==> config.mk <==
export PLATFORM = sky130hd
export DESIGN_NAME = sixAxisCtrl
export DESIGN_NICKNAME = d
export VERILOG_FILES = /design/src/hw/motionPkg.sv /design/src/hw/regMapPkg.sv /design/src/hw/hostRegs.sv /design/src/hw/phaseGen.sv /design/src/hw/profileGen.sv /design/src/hw/sixAxisCtrl.sv /design/src/hw/travelLimiter.sv
export SDC_FILE = /design/constraint.sdc
export NUM_CORES = 2
export LEC_CHECK = 0
export BUFFER_PORTS_ARGS = -buffer_cell sky130_fd_sc_hd__buf_4
export CAP_MARGIN = 5
export CORE_ASPECT_RATIO = 0.75
export CORE_MARGIN = 2
export CORE_UTILIZATION = 25
export DETAILED_ROUTE_END_ITERATION = 8
export PLACE_DENSITY = 0.38
export SYNTH_ARGS = -nofsm -noshare
export SYNTH_HDL_FRONTEND = slang
export SYNTH_SLANG_ARGS = --single-unit
==> constraint.sdc <==
create_clock -name clk -period 5.3 [get_ports clk]
set_input_delay 0.53 -clock clk [delete_from_list [all_inputs] [get_ports clk]]
set_output_delay 0.53 -clock clk [all_outputs]
set_load 0.02 [all_outputs]
==> src/hw/motionPkg.sv <==
package motionPkg;

	// axis widths
	localparam int POSITION_WIDTH = 16;
	localparam int ACCUM_WIDTH = 32;
	localparam int PHASE_COUNT_WIDTH = 16;

	// motor position and travel limits, in steps
	typedef logic signed [POSITION_WIDTH-1:0] positionT;
	typedef logic signed [POSITION_WIDTH-1:0] limitT;

	// velocity change applied once per tick
	typedef logic signed [ACCUM_WIDTH-1:0] accelT;

	// step rate, one full accumulator wrap is one step
	typedef logic [ACCUM_WIDTH-1:0] velocityT;

	// length of a profile segment in ticks
	typedef logic [31:0] sampleCountT;

	// full travel range
	localparam limitT LIMIT_MIN = {1'b1, {(POSITION_WIDTH-1){1'b0}}};
	localparam limitT LIMIT_MAX = {1'b0, {(POSITION_WIDTH-1){1'b1}}};

	// trapezoid segments
	typedef enum logic [1:0] {
		IDLE = 2'd0,
		ACCEL = 2'd1,
		CRUISE = 2'd2,
		DECEL = 2'd3
	} profileStateT;

endpackage

==> src/hw/regMapPkg.sv <==
package regMapPkg;

	// address split, word address is taken from byte address bits 9:2
	localparam int WORD_ADDR_MSB = 9;
	localparam int WORD_ADDR_LSB = 2;
	localparam int AXIS_BLOCK_WORDS = 8;
	localparam int OFFSET_BITS = $clog2(AXIS_BLOCK_WORDS);

	// word offsets inside one axis block
	typedef enum logic [OFFSET_BITS-1:0] {
		REG_CONTROL = 3'd0,
		REG_ACCEL = 3'd1,
		REG_ACCEL_SAMPLES = 3'd2,
		REG_CRUISE_SAMPLES = 3'd3,
		REG_LIMITS = 3'd4,
		REG_POSITION = 3'd5,
		REG_STATUS = 3'd6
	} regOffsetT;

	// global registers sit above all axis blocks
	localparam int GLOBAL_BASE = 64;
	localparam int GPOUT_WORD = GLOBAL_BASE;

	// field positions
	localparam int CTRL_START_BIT = 0;
	localparam int CTRL_FORWARD_BIT = 1;
	localparam int LIMIT_HI_LSB = 16;
	localparam int STATUS_BUSY_BIT = 0;
	localparam int STATUS_ALARM_BIT = 1;

endpackage

==> src/hw/hostRegs.sv <==
`timescale 1ns/1ps

module hostRegs
	import motionPkg::*;
	import regMapPkg::*;
#(
	parameter int NUM_AXES = 6,
	parameter int GPOUT_WIDTH = 4
)
(
	input	logic								clk,
	input	logic								rst,
	input	logic								plbEn,
	input	logic								plbRd,
	input	logic								plbWr,
	input	logic			[31:0]				plbAddr,
	input	logic			[31:0]				plbWrData,
	output	logic								plbReady,
	output	logic			[31:0]				plbRdData,
	output	logic			[NUM_AXES-1:0]		prgmReq,
	output	logic			[NUM_AXES-1:0]		prgmForward,
	output	accelT			[NUM_AXES-1:0]		prgmAccel,
	output	sampleCountT	[NUM_AXES-1:0]		prgmAccelSamples,
	output	sampleCountT	[NUM_AXES-1:0]		prgmCruiseSamples,
	output	logic			[NUM_AXES-1:0]		setEnable,
	output	positionT		[NUM_AXES-1:0]		setPosition,
	output	limitT			[NUM_AXES-1:0]		limitLo,
	output	limitT			[NUM_AXES-1:0]		limitHi,
	output	logic			[NUM_AXES-1:0]		alarmClear,
	input	logic			[NUM_AXES-1:0]		prgmAck,
	input	logic			[NUM_AXES-1:0]		busy,
	input	logic			[NUM_AXES-1:0]		alarm,
	input	positionT		[NUM_AXES-1:0]		position,
	output	logic			[GPOUT_WIDTH-1:0]	gpout
);

	localparam int WORD_BITS = WORD_ADDR_MSB - WORD_ADDR_LSB + 1;

	logic [WORD_BITS-1:0] wordAddr;
	logic [WORD_BITS-OFFSET_BITS-1:0] axisIdx;
	regOffsetT offset;
	logic isGpout;
	logic wrStrobe;
	logic rdStrobe;
	logic [NUM_AXES-1:0] axisWr;
	logic [NUM_AXES-1:0] ctrlWrOk;
	logic [31:0] readWord;

	// --------------------------------------------------
	// address decode

	assign wordAddr = plbAddr[WORD_ADDR_MSB:WORD_ADDR_LSB];
	assign axisIdx = wordAddr[WORD_BITS-1:OFFSET_BITS];
	assign offset = regOffsetT'(wordAddr[OFFSET_BITS-1:0]);
	assign isGpout = (wordAddr == WORD_BITS'(GPOUT_WORD));
	assign wrStrobe = plbEn && plbWr;
	assign rdStrobe = plbEn && plbRd;

	// a pending start counts as busy, both for status and for new starts
	always_comb
	begin
		readWord = '0;
		if (isGpout)
			readWord[GPOUT_WIDTH-1:0] = gpout;
		for (int n = 0; n < NUM_AXES; n++)
		begin
			axisWr[n] = wrStrobe && (axisIdx == n);
			ctrlWrOk[n] = axisWr[n] && (offset == REG_CONTROL) && !busy[n] && !prgmReq[n];
			if (axisIdx == n)
			begin
				case (offset)
					REG_CONTROL: readWord[CTRL_FORWARD_BIT] = prgmForward[n];
					REG_ACCEL: readWord = prgmAccel[n];
					REG_ACCEL_SAMPLES: readWord = prgmAccelSamples[n];
					REG_CRUISE_SAMPLES: readWord = prgmCruiseSamples[n];
					REG_LIMITS:
					begin
						readWord[POSITION_WIDTH-1:0] = limitLo[n];
						readWord[LIMIT_HI_LSB +: POSITION_WIDTH] = limitHi[n];
					end
					REG_POSITION: readWord = 32'($signed(position[n]));
					REG_STATUS:
					begin
						readWord[STATUS_BUSY_BIT] = busy[n] || prgmReq[n];
						readWord[STATUS_ALARM_BIT] = alarm[n];
					end
					default: readWord = '0;
				endcase
			end
		end
	end

	// --------------------------------------------------
	// bus response, strobes and control registers

	always_ff @(posedge clk)
	begin
		if (rst)
		begin
			plbReady <= 1'b0;
			plbRdData <= '0;
			gpout <= '0;
			prgmReq <= '0;
			setEnable <= '0;
			alarmClear <= '0;
			for (int n = 0; n < NUM_AXES; n++)
			begin
				limitLo[n] <= LIMIT_MIN;
				limitHi[n] <= LIMIT_MAX;
			end
		end
		else
		begin
			plbReady <= plbEn;
			plbRdData <= rdStrobe ? readWord : '0;
			if (wrStrobe && isGpout)
				gpout <= plbWrData[GPOUT_WIDTH-1:0];
			for (int n = 0; n < NUM_AXES; n++)
			begin
				setEnable[n] <= axisWr[n] && (offset == REG_POSITION);
				alarmClear[n] <= axisWr[n] && (offset == REG_STATUS)
					&& plbWrData[STATUS_ALARM_BIT];
				if (prgmAck[n])
					prgmReq[n] <= 1'b0;
				else if (ctrlWrOk[n] && plbWrData[CTRL_START_BIT])
					prgmReq[n] <= 1'b1;
				if (axisWr[n] && (offset == REG_LIMITS))
				begin
					limitLo[n] <= plbWrData[POSITION_WIDTH-1:0];
					limitHi[n] <= plbWrData[LIMIT_HI_LSB +: POSITION_WIDTH];
				end
			end
		end
	end

	// move parameters, taken by the axis on prgmAck
	always_ff @(posedge clk)
	begin
		for (int n = 0; n < NUM_AXES; n++)
		begin
			if (ctrlWrOk[n])
				prgmForward[n] <= plbWrData[CTRL_FORWARD_BIT];
			if (axisWr[n])
			begin
				case (offset)
					REG_ACCEL: prgmAccel[n] <= accelT'(plbWrData);
					REG_ACCEL_SAMPLES: prgmAccelSamples[n] <= plbWrData;
					REG_CRUISE_SAMPLES: prgmCruiseSamples[n] <= plbWrData;
					REG_POSITION: setPosition[n] <= plbWrData[POSITION_WIDTH-1:0];
					default:
					begin
					end
				endcase
			end
		end
	end

endmodule

==> src/hw/phaseGen.sv <==
`timescale 1ns/1ps

module phaseGen
	import motionPkg::*;
#(
	parameter int PHASE_PERIOD = 200
)
(
	input	logic	clk,
	input	logic	rst,
	output	logic	ph1,
	output	logic	ph2,
	output	logic	ph3,
	output	logic	ph4
);

	logic [PHASE_COUNT_WIDTH-1:0] phaseCount;

	// period counter with one strobe per count 0..3, delayed by a register
	always_ff @(posedge clk)
	begin
		if (rst)
		begin
			phaseCount <= '0;
			ph1 <= 1'b0;
			ph2 <= 1'b0;
			ph3 <= 1'b0;
			ph4 <= 1'b0;
		end
		else
		begin
			if (phaseCount == PHASE_COUNT_WIDTH'(PHASE_PERIOD - 1))
				phaseCount <= '0;
			else
				phaseCount <= phaseCount + PHASE_COUNT_WIDTH'(1);
			ph1 <= (phaseCount == PHASE_COUNT_WIDTH'(0));
			ph2 <= (phaseCount == PHASE_COUNT_WIDTH'(1));
			ph3 <= (phaseCount == PHASE_COUNT_WIDTH'(2));
			ph4 <= (phaseCount == PHASE_COUNT_WIDTH'(3));
		end
	end

endmodule

==> src/hw/profileGen.sv <==
`timescale 1ns/1ps

module profileGen
	import motionPkg::*;
(
	input	logic			clk,
	input	logic			rst,
	input	logic			ph1,
	input	logic			ph2,
	input	logic			prgmReq,
	input	logic			prgmForward,
	input	accelT			prgmAccel,
	input	sampleCountT	prgmAccelSamples,
	input	sampleCountT	prgmCruiseSamples,
	output	logic			prgmAck,
	output	logic			busy,
	output	logic			stepStrobe,
	output	logic			stepDir
);

	profileStateT state;
	sampleCountT ticksLeft;
	logic lastTick;
	velocityT velocity;
	velocityT accum;
	logic [ACCUM_WIDTH:0] accumSum;

	// move parameters captured at the start of a move
	accelT moveAccel;
	sampleCountT moveAccelSamples;
	sampleCountT moveCruiseSamples;

	// a request is taken on the first ph1 seen while idle
	assign prgmAck = ph1 && prgmReq && (state == IDLE);
	assign busy = (state != IDLE);
	assign lastTick = (ticksLeft == sampleCountT'(1));
	assign accumSum = {1'b0, accum} + {1'b0, velocity};

	// --------------------------------------------------
	// velocity profile

	always_ff @(posedge clk)
	begin
		if (prgmAck)
		begin
			moveAccel <= prgmAccel;
			moveAccelSamples <= prgmAccelSamples;
			moveCruiseSamples <= prgmCruiseSamples;
		end
	end

	// the last tick of a segment already moves on, so every ph1 is a real tick
	always_ff @(posedge clk)
	begin
		if (rst)
		begin
			state <= IDLE;
			ticksLeft <= '0;
			velocity <= '0;
			stepDir <= 1'b0;
		end
		else if (prgmAck)
		begin
			velocity <= '0;
			stepDir <= prgmForward;
			if (prgmAccelSamples != '0)
			begin
				state <= ACCEL;
				ticksLeft <= prgmAccelSamples;
			end
			else if (prgmCruiseSamples != '0)
			begin
				state <= CRUISE;
				ticksLeft <= prgmCruiseSamples;
			end
			else
				state <= IDLE;
		end
		else if (ph1)
		begin
			case (state)
				ACCEL:
				begin
					velocity <= velocity + velocityT'(moveAccel);
					if (!lastTick)
						ticksLeft <= ticksLeft - sampleCountT'(1);
					else if (moveCruiseSamples != '0)
					begin
						state <= CRUISE;
						ticksLeft <= moveCruiseSamples;
					end
					else
					begin
						state <= DECEL;
						ticksLeft <= moveAccelSamples;
					end
				end
				CRUISE:
				begin
					if (!lastTick)
						ticksLeft <= ticksLeft - sampleCountT'(1);
					else if (moveAccelSamples != '0)
					begin
						state <= DECEL;
						ticksLeft <= moveAccelSamples;
					end
					else
						state <= IDLE;
				end
				DECEL:
				begin
					velocity <= velocity - velocityT'(moveAccel);
					if (!lastTick)
						ticksLeft <= ticksLeft - sampleCountT'(1);
					else
						state <= IDLE;
				end
				default:
				begin
				end
			endcase
		end
	end

	// --------------------------------------------------
	// step accumulator, carry out is one step

	always_ff @(posedge clk)
	begin
		if (rst)
		begin
			accum <= '0;
			stepStrobe <= 1'b0;
		end
		else
		begin
			if (prgmAck)
				accum <= '0;
			else if (ph2)
				accum <= accumSum[ACCUM_WIDTH-1:0];
			stepStrobe <= ph2 && accumSum[ACCUM_WIDTH];
		end
	end

endmodule

==> src/hw/sixAxisCtrl.sv <==
`timescale 1ns/1ps

module sixAxisCtrl
	import motionPkg::*;
#(
	parameter int NUM_AXES = 6,
	parameter int PHASE_PERIOD = 200,
	parameter int GPOUT_WIDTH = 4
)
(
	input	logic						clk,
	input	logic						rst,
	input	logic						plbEn,
	input	logic						plbRd,
	input	logic						plbWr,
	input	logic	[31:0]				plbAddr,
	input	logic	[31:0]				plbWrData,
	output	logic						plbReady,
	output	logic	[31:0]				plbRdData,
	output	logic	[NUM_AXES-1:0]		mAlarm,
	output	logic	[NUM_AXES-1:0]		mDir,
	output	logic	[NUM_AXES-1:0]		mStep,
	output	logic	[GPOUT_WIDTH-1:0]	gpout
);

	logic ph1;
	logic ph2;

	logic [NUM_AXES-1:0] prgmReq;
	logic [NUM_AXES-1:0] prgmAck;
	logic [NUM_AXES-1:0] prgmForward;
	accelT [NUM_AXES-1:0] prgmAccel;
	sampleCountT [NUM_AXES-1:0] prgmAccelSamples;
	sampleCountT [NUM_AXES-1:0] prgmCruiseSamples;
	logic [NUM_AXES-1:0] busy;
	logic [NUM_AXES-1:0] setEnable;
	positionT [NUM_AXES-1:0] setPosition;
	limitT [NUM_AXES-1:0] limitLo;
	limitT [NUM_AXES-1:0] limitHi;
	logic [NUM_AXES-1:0] alarmClear;
	positionT [NUM_AXES-1:0] position;
	logic [NUM_AXES-1:0] stepStrobe;
	logic [NUM_AXES-1:0] stepDir;

	// ph3 and ph4 are spare phases
	phaseGen #(
		.PHASE_PERIOD		(PHASE_PERIOD)
	) phases (
		.clk				(clk),
		.rst				(rst),
		.ph1				(ph1),
		.ph2				(ph2),
		.ph3				(),
		.ph4				()
	);

	hostRegs #(
		.NUM_AXES			(NUM_AXES),
		.GPOUT_WIDTH		(GPOUT_WIDTH)
	) regs (
		.clk				(clk),
		.rst				(rst),
		.plbEn				(plbEn),
		.plbRd				(plbRd),
		.plbWr				(plbWr),
		.plbAddr			(plbAddr),
		.plbWrData			(plbWrData),
		.plbReady			(plbReady),
		.plbRdData			(plbRdData),
		.prgmReq			(prgmReq),
		.prgmForward		(prgmForward),
		.prgmAccel			(prgmAccel),
		.prgmAccelSamples	(prgmAccelSamples),
		.prgmCruiseSamples	(prgmCruiseSamples),
		.setEnable			(setEnable),
		.setPosition		(setPosition),
		.limitLo			(limitLo),
		.limitHi			(limitHi),
		.alarmClear			(alarmClear),
		.prgmAck			(prgmAck),
		.busy				(busy),
		.alarm				(mAlarm),
		.position			(position),
		.gpout				(gpout)
	);

	// --------------------------------------------------
	// one profile generator and limiter per axis

	for (genvar n = 0; n < NUM_AXES; n++)
	begin : gAxis
		profileGen profile (
			.clk				(clk),
			.rst				(rst),
			.ph1				(ph1),
			.ph2				(ph2),
			.prgmReq			(prgmReq[n]),
			.prgmForward		(prgmForward[n]),
			.prgmAccel			(prgmAccel[n]),
			.prgmAccelSamples	(prgmAccelSamples[n]),
			.prgmCruiseSamples	(prgmCruiseSamples[n]),
			.prgmAck			(prgmAck[n]),
			.busy				(busy[n]),
			.stepStrobe			(stepStrobe[n]),
			.stepDir			(stepDir[n])
		);

		travelLimiter limiter (
			.clk				(clk),
			.rst				(rst),
			.stepStrobe			(stepStrobe[n]),
			.stepDir			(stepDir[n]),
			.setEnable			(setEnable[n]),
			.alarmClear			(alarmClear[n]),
			.setPosition		(setPosition[n]),
			.limitLo			(limitLo[n]),
			.limitHi			(limitHi[n]),
			.mStep				(mStep[n]),
			.mDir				(mDir[n]),
			.alarm				(mAlarm[n]),
			.position			(position[n])
		);
	end

endmodule

==> src/hw/travelLimiter.sv <==
`timescale 1ns/1ps

module travelLimiter
	import motionPkg::*;
(
	input	logic		clk,
	input	logic		rst,
	input	logic		stepStrobe,
	input	logic		stepDir,
	input	logic		setEnable,
	input	logic		alarmClear,
	input	positionT	setPosition,
	input	limitT		limitLo,
	input	limitT		limitHi,
	output	logic		mStep,
	output	logic		mDir,
	output	logic		alarm,
	output	positionT	position
);

	logic atHiLimit;
	logic atLoLimit;
	logic limitHit;
	logic stepPass;

	// stepDir high is forward
	assign atHiLimit = (position == limitHi) && stepDir;
	assign atLoLimit = (position == limitLo) && !stepDir;
	assign limitHit = stepStrobe && (atHiLimit || atLoLimit);

	// no steps at all while the alarm is latched
	assign stepPass = stepStrobe && !alarm && !atHiLimit && !atLoLimit;

	always_ff @(posedge clk)
	begin
		if (rst)
		begin
			mStep <= 1'b0;
			mDir <= 1'b0;
			alarm <= 1'b0;
			position <= '0;
		end
		else
		begin
			mStep <= stepPass;
			mDir <= stepDir;

			// a blocked step wins over a clear in the same cycle
			if (limitHit)
				alarm <= 1'b1;
			else if (alarmClear)
				alarm <= 1'b0;

			if (setEnable)
				position <= setPosition;
			else if (stepPass)
			begin
				if (stepDir)
					position <= position + positionT'(1);
				else
					position <= position - positionT'(1);
			end
		end
	end

endmodule

; ---- After elaboration in Yosys (flattened, before gate mapping)
; Index checks and enable logic that the tools add are counted.
[totals]
regBits = 2233
inputBits = 69
out_inout_bits = 55
wordCells = 718
[classes]
add_sub_neg = 37
n_eq_ne = 86
mux = 181
bitwise_logic = 1
n_reduce_logical = 279
[ops]
columns = cell, count
row1 = 32-bit 2-to-1 mux, 60
row2 = 30-bit case mux with 6 select lines, 6
row3 = 32-bit nonzero test, 24
row4 = 32-bit case mux with 3 select lines, 6
row5 = 32-bit case mux with 2 select lines, 6
row6 = 16-bit 2-to-1 mux, 18
row7 = 32-bit by 32-bit adder with 33-bit output, 6
row8 = 32-bit adder, 6
row9 = 16-bit == test, 12
row10 = 32-bit by 1-bit == test with 1-bit output (second input constant), 6
row11 = 32-bit by 1-bit subtractor with 32-bit output (second input constant), 6
row12 = 32-bit subtractor, 6
row13 = 1-bit logical AND, 111
row14 = 16-bit by 2-bit adder with 16-bit output (second input constant), 6
row15 = 2-bit 2-to-1 mux, 48
row16 = 16-bit by 2-bit subtractor with 16-bit output (second input constant), 6
row17 = 1-bit case mux with 7 select lines, 12
row18 = 2-bit AND reduction, 30
row19 = 5-bit AND reduction, 12
row20 = 2-bit nonzero test, 30
row21 = 3-bit by 1-bit inequality test with 1-bit output (second input constant), 18
row22 = 1-bit logical NOT, 36
row23 = 2-bit case mux with 3 select lines, 6
row24 = 2-bit == test (second input constant), 12
row25 = 24 further kinds, 95

; ---- Longest topological paths before layout
[depth]
depth_word = 14
depth_mapped = 20
depth_no_buf = 20

; ---- By module
; Synthesis repeated with hierarchy kept, for this count alone.
[unflattened]
hier_cells = 12534
area_unflattened_um2 = 122090.8
[modules_own_cells]
columns = mod, instances, cells_each, area_each_um2, seq_area_each_um2
row1 = hostRegs, 1, 2811, 36393.7, 25304.3
row2 = profileGen (gAxis[2].profile ...), 3, 1346, 12094.1, 4884.7
row3 = profileGen (gAxis[5].profile), 1, 1393, 12228.0, 4884.7
row4 = profileGen (gAxis[1].profile), 1, 1374, 12194.2, 4884.7
row5 = profileGen (gAxis[0].profile), 1, 1355, 12115.4, 4884.7
row6 = travelLimiter, 6, 244, 1990.7, 380.4
row7 = phaseGen, 1, 99, 933.4, 400.4

; ---- Least setup slack after synthesis
; Ideal clock, no wire load.
[synth_path]
path_kind = flip-flop to flip-flop
startpoint = reg gAxis[3].profile.state[0]
endpoint = reg gAxis[3].profile.ticksLeft[30]
setup_time_ns = 0.128
arrival_ns = 4.620
required_time_ns = 5.172
path_slack_ns = 0.553
path_stages_with_launch = 10
n_path_buf = 2
synth_period_minus_slack_ns = 4.747
path_cell_list = dfxtp_1 -> inv_1 -> ha_1 -> nand3_1 -> inv_1 -> clkbuf_1 -> buf_1 -> a221oi_1 -> a21oi_1 -> nor2_1
[synth_between]
elab_chain_cells = 4
word_cells_on_any_way = 14
classes_between = eq/ne: 6 / mux: 3 / reduce/logical: 5
[synth_lines]
columns = item, line_no
row1 = start: declaration, profileGen.sv:21  ; profileStateT state;
row2 = start signal: assignment, profileGen.sv:57  ; state <= IDLE;
row3 = start signal: assignment, profileGen.sv:68  ; state <= ACCEL;
row4 = start signal: assignment, profileGen.sv:73  ; state <= CRUISE;
row5 = 2-bit logical NOT *, profileGen.sv:34  ; assign prgmAck = ph1 && prgmReq && (state == IDLE);
row6 = 1-bit logical AND *, profileGen.sv:34
row7 = named net gAxis[3].profile.prgmAck, profileGen.sv:15  ; output logic prgmAck,
row8 = "4-bit by 3-bit inequality test with 1-bit output (no source line), or another cell as far along", --
row9 = 5-bit AND reduction (no source line), --
row10 = end signal: assignment, profileGen.sv:69  ; ticksLeft <= prgmAccelSamples;
row11 = end signal: assignment, profileGen.sv:74  ; ticksLeft <= prgmCruiseSamples;
row12 = end signal: assignment, profileGen.sv:86  ; ticksLeft <= ticksLeft - sampleCountT'(1);
row13 = end: declaration, profileGen.sv:22  ; sampleCountT ticksLeft;
; Mark *: on every way through the listed nets, which the timed path passes. The rest lies on a longest branch. The select of a mux whose other input is x is not followed.
; A chain may end at the register's enable or synchronous reset.

; ---- Worst setup path in the final report
[layout_path]
startpoint = reg gAxis[4].profile.moveAccel[7]
endpoint = reg gAxis[4].profile.velocity[30]
[layout_between]
elab_chain_cells = 2
word_cells_on_any_way = 3
classes_between = add/sub: 2 / mux: 1
[layout_lines]
columns = item, line_no
row1 = start: declaration, profileGen.sv:29  ; accelT moveAccel;
row2 = start signal: assignment, profileGen.sv:46  ; moveAccel <= prgmAccel;
row3 = 32-bit subtractor or 32-bit adder (tied branches), "profileGen.sv:112, profileGen.sv:84"
row4 = 32-bit case mux with 2 select lines *, profileGen.sv:81  ; case (state)
row5 = end signal: assignment, profileGen.sv:84  ; velocity <= velocity + velocityT'(moveAccel);
row6 = end signal: assignment, profileGen.sv:112  ; velocity <= velocity - velocityT'(moveAccel);
row7 = end: declaration, profileGen.sv:24  ; velocityT velocity;
; Every way passes the cells marked *; elsewhere a longest branch is shown, timed or not.

==> flow_summary.json <==
{
  "drive_above_1_share_pct": 8.25,
  "status": "finished, final reports clean",
  "dp_slack_ps": 380,
  "crit_fanout": 6,
  "synth_nets": 12700,
  "grt_pass1_vias": 93900,
  "ys_warn_count": 0,
  "maxCapViolCount": 0,
  "viasPerCell": 5.38,
  "power_density_nw_per_um2": 286,
  "clock_latency_ps": 970,
  "place_hpwl_mm": 372,
  "nNetsFinal": 12800,
  "gp_congestion": 0.933,
  "grt_use_met3_pct": 4.11,
  "dr.pass1.iters": 6,
  "finalSetupTns_ps": 0,
  "fin_skew_ps": 74.0,
  "cts.htree.levels": 5,
  "place_inst": 18200,
  "max_freq_ghz": 0.203,
  "start_util_pct": 25.2,
  "cts_num_sinks": 2233,
  "synth_top_area_cell": "edfxtp_1",
  "num_rows": 218,
  "coreArea_um2": 471000,
  "ff2ff_path_depth": 18,
  "grt_pass1_wl_mm": 722,
  "setup_viol": 0,
  "grt_use_total_pct": 20.6,
  "rr_endpoint": "gAxis[4].profile.velocity[30]",
  "r2r_slack_ps": 370,
  "arrival_ps": 5790,
  "r2r_start": "gAxis[4].profile.moveAccel[7]",
  "clk_pin_slew_ps": 60,
  "cts_buffers": 269,
  "start_kind": "flip-flop",
  "cts_root_buf": "clkbuf_16",
  "wire_per_inst_um": 27.5,
  "overflow": 0,
  "end_kind": "flip-flop",
  "final_cells": 18700,
  "maxSlewViolCount": 0,
  "synth_seq_area_share_pct": 48.3,
  "use_met2_pct": 28.2,
  "worstMarginPinSlew_ps": 1360,
  "ys.flop_type": "edfxtp_1",
  "path_class": "reg -> reg",
  "cts_buffer_depth": 4,
  "tritoncts": "yes",
  "antenna_left": 0,
  "rsz0062_at_grt": "false",
  "hold_path_end": "regs.setPosition[63]",
  "grt_max_degree": 131,
  "drc": 0,
  "synth_top_area_share_pct": 31.8,
  "met1_usage_pct": 31.7,
  "synth.area.top_cells": "edfxtp_1 32%, dfxtp_1 17%, ha_1 5.4%, a21oi_1 4.7%, xnor2_1 4.7%",
  "routed_wl_mm": 515,
  "final_hold_viol_count": 0,
  "areaGrowthSynthToFinish_pct": 15.6,
  "io-pin-count": 124,
  "power.leakage_nw": 48.5,
  "ys_ff_latch": 2233,
  "die_w_um": 799,
  "ir_drop_mv": 0.271,
  "first_iter_violations": 12600,
  "hp-class": "in -> reg",
  "synth_commonest_cells": "1254 x edfxtp_1, 1170 x nand2_1, 1161 x nor2_1",
  "fin_crit_sh_pct": 93.0,
  "min_from": "plbWrData[15]",
  "synth_most_common_cell": "edfxtp_1",
  "antenna_found_initial": 80,
  "busiest_layer": "met1",
  "via_count": 101000,
  "syn_area_per_cell_um2": 9.80,
  "min_path_cells": 1,
  "required_ps": 6160,
  "synthCells": 12100,
  "period_needed_ps": 4930,
  "postLayoutCoreUtil_pct": 29.1,
  "ys_types": 100,
  "synthArstFlopShare_pct": 0,
  "die_h_um": 600,
  "dieArea_um2": 480000,
  "fin_ws_ps": 373,
  "worst_slew_margin_rel_pct": 8.79,
  "synth_edf_count": 1254,
  "netlist_area_um2": 119000,
  "cts_setup_buffers": 0,
  "io_buffers": 99
}
[cells by family (layout without fill, tap and decap cells)]
| logic type | after synthesis | after routing | synth area share (%) |
|---|---|---|---|
| and+or+nand+nor | 3996 | 3996 | 15.7 |
| AOI/OAI and AO/OA | 3239 | 3239 | 17.9 |
| DFF | 2233 | 2233 | 48.3 |
| xor gates and xnor gates | 896 | 896 | 6.62 |
| buffers and inverters | 854 | 1158 | 2.81 |
| adders and majority gates | 525 | 525 | 5.66 |
| muxes | 348 | 348 | 2.97 |
| other | 0 | 55 | 0 |
[layout make-up]
cell class / instances / area (um^2)
clock inverters: 140 / 1440
flip-flops and latches: 2233 / 57300
repair buffers: 434 / 3530
diodes: 55 / 138
multi-input cells: 9004 / 58400
well taps: 6270 / 7850
clock buffers: 352 / 7560
fillers: 48700 / 334000
inverters: 232 / 893
[worst max path at each step]
| stage | cells past startpoint | start | to |
|---|---|---|---|
| after floorplan | 9 | gAxis[3].profile.state[0] | gAxis[3].profile.ticksLeft[30] |
| after global placement | 21 | gAxis[2].profile.moveAccel[6] | gAxis[2].profile.velocity[31] |
| after CTS | 18 | gAxis[1].profile.moveAccel[3] | gAxis[1].profile.velocity[31] |
| after detailed placement | 18 | gAxis[4].profile.moveAccel[9] | gAxis[4].profile.velocity[30] |
| final | 18 | gAxis[4].profile.moveAccel[7] | gAxis[4].profile.velocity[30] |
| after global routing | 18 | gAxis[4].profile.moveAccel[7] | gAxis[4].profile.velocity[30] |
[per-stage QoR]
stage | hold WS (ps) | instance area, um^2 | power (mW)
floorplan | 425 | 119000 | 19.2
global placement | 449 | 128000 | 20.0
detailed placement | 443 | 128000 | 20.1
CTS | 7.86 | 137000 | 39.6
global route | 30.1 | 137000 | 40.3
finish | 77.6 | 137000 | 39.2
[flip-flops by register name, summed over array words and instances (netlist names), 12 cells and up]
| name | flops |
|---|---|
| regs.prgmAccel | 192 |
| gAxis.profile.moveAccelSamples | 192 |
| gAxis.profile.moveCruiseSamples | 192 |
| gAxis.profile.ticksLeft | 192 |
| gAxis.profile.accum | 192 |
| regs.setPosition | 96 |
| gAxis.profile.state | 12 |
| gAxis.profile.velocity | 192 |
| regs.limitLo | 96 |
| gAxis.limiter.position | 96 |
| gAxis.profile.moveAccel | 192 |
| phases.phaseCount | 16 |
| regs.limitHi | 96 |
| regs.prgmCruiseSamples | 192 |
| regs.plbRdData | 32 |
| regs.prgmAccelSamples | 192 |
[cells in the final DEF, fill, tap and decap left out, types with 346 or more instances in the layout]
cell type / count
xnor2_1: 638
buf_4: 400
a21oi_1: 1118
ha_1: 504
nand2_1: 1164
a211oi_1: 346
nor2_1: 1127
edfxtp_1: 1254
nand3_1: 359
nor3_1: 362
dfxtp_1: 977
[critical path, cell delays in order (launching register included)]
cell and delay (ps):
edfxtp_1 470, or4_1 580, nor4_1 260, buf_4 180, nand2_1 80, nor3_1 240, buf_4 180, a21oi_1 80
xnor2_1 150, ha_1 360, nand4_1 140, a2111oi_1 520, buf_4 210, nor2_1 40, o21ai_0 230, a41oi_1 260
a311o_1 350, or4_1 410, nand3_1 80
[timing repair]
action | CTS | global route
resized for setup | 0 | 4
setup endpoints to repair | 0 | 4
endpoints found under the hold margin | 84 | 0
hold buffers | 15 | 0
[power by group]
| part | switching [mW] | total, mW | internal [mW] |
|---|---|---|---|
| sequential | 0.0302 | 18.2 | 18.2 |
| clock | 8.20 | 19.5 | 11.3 |
| combinational | 1.16 | 1.47 | 0.302 |
| total | 9.39 | 39.2 | 29.8 |
[per-layer routing]
layer  vias up  wire, um
met5         -       102
met4        14     18100
met3       683     45600
met2      4327    203000
met1     50100    248000
li1      45600         -
Note: power is estimated with default switching activity, not from simulation.
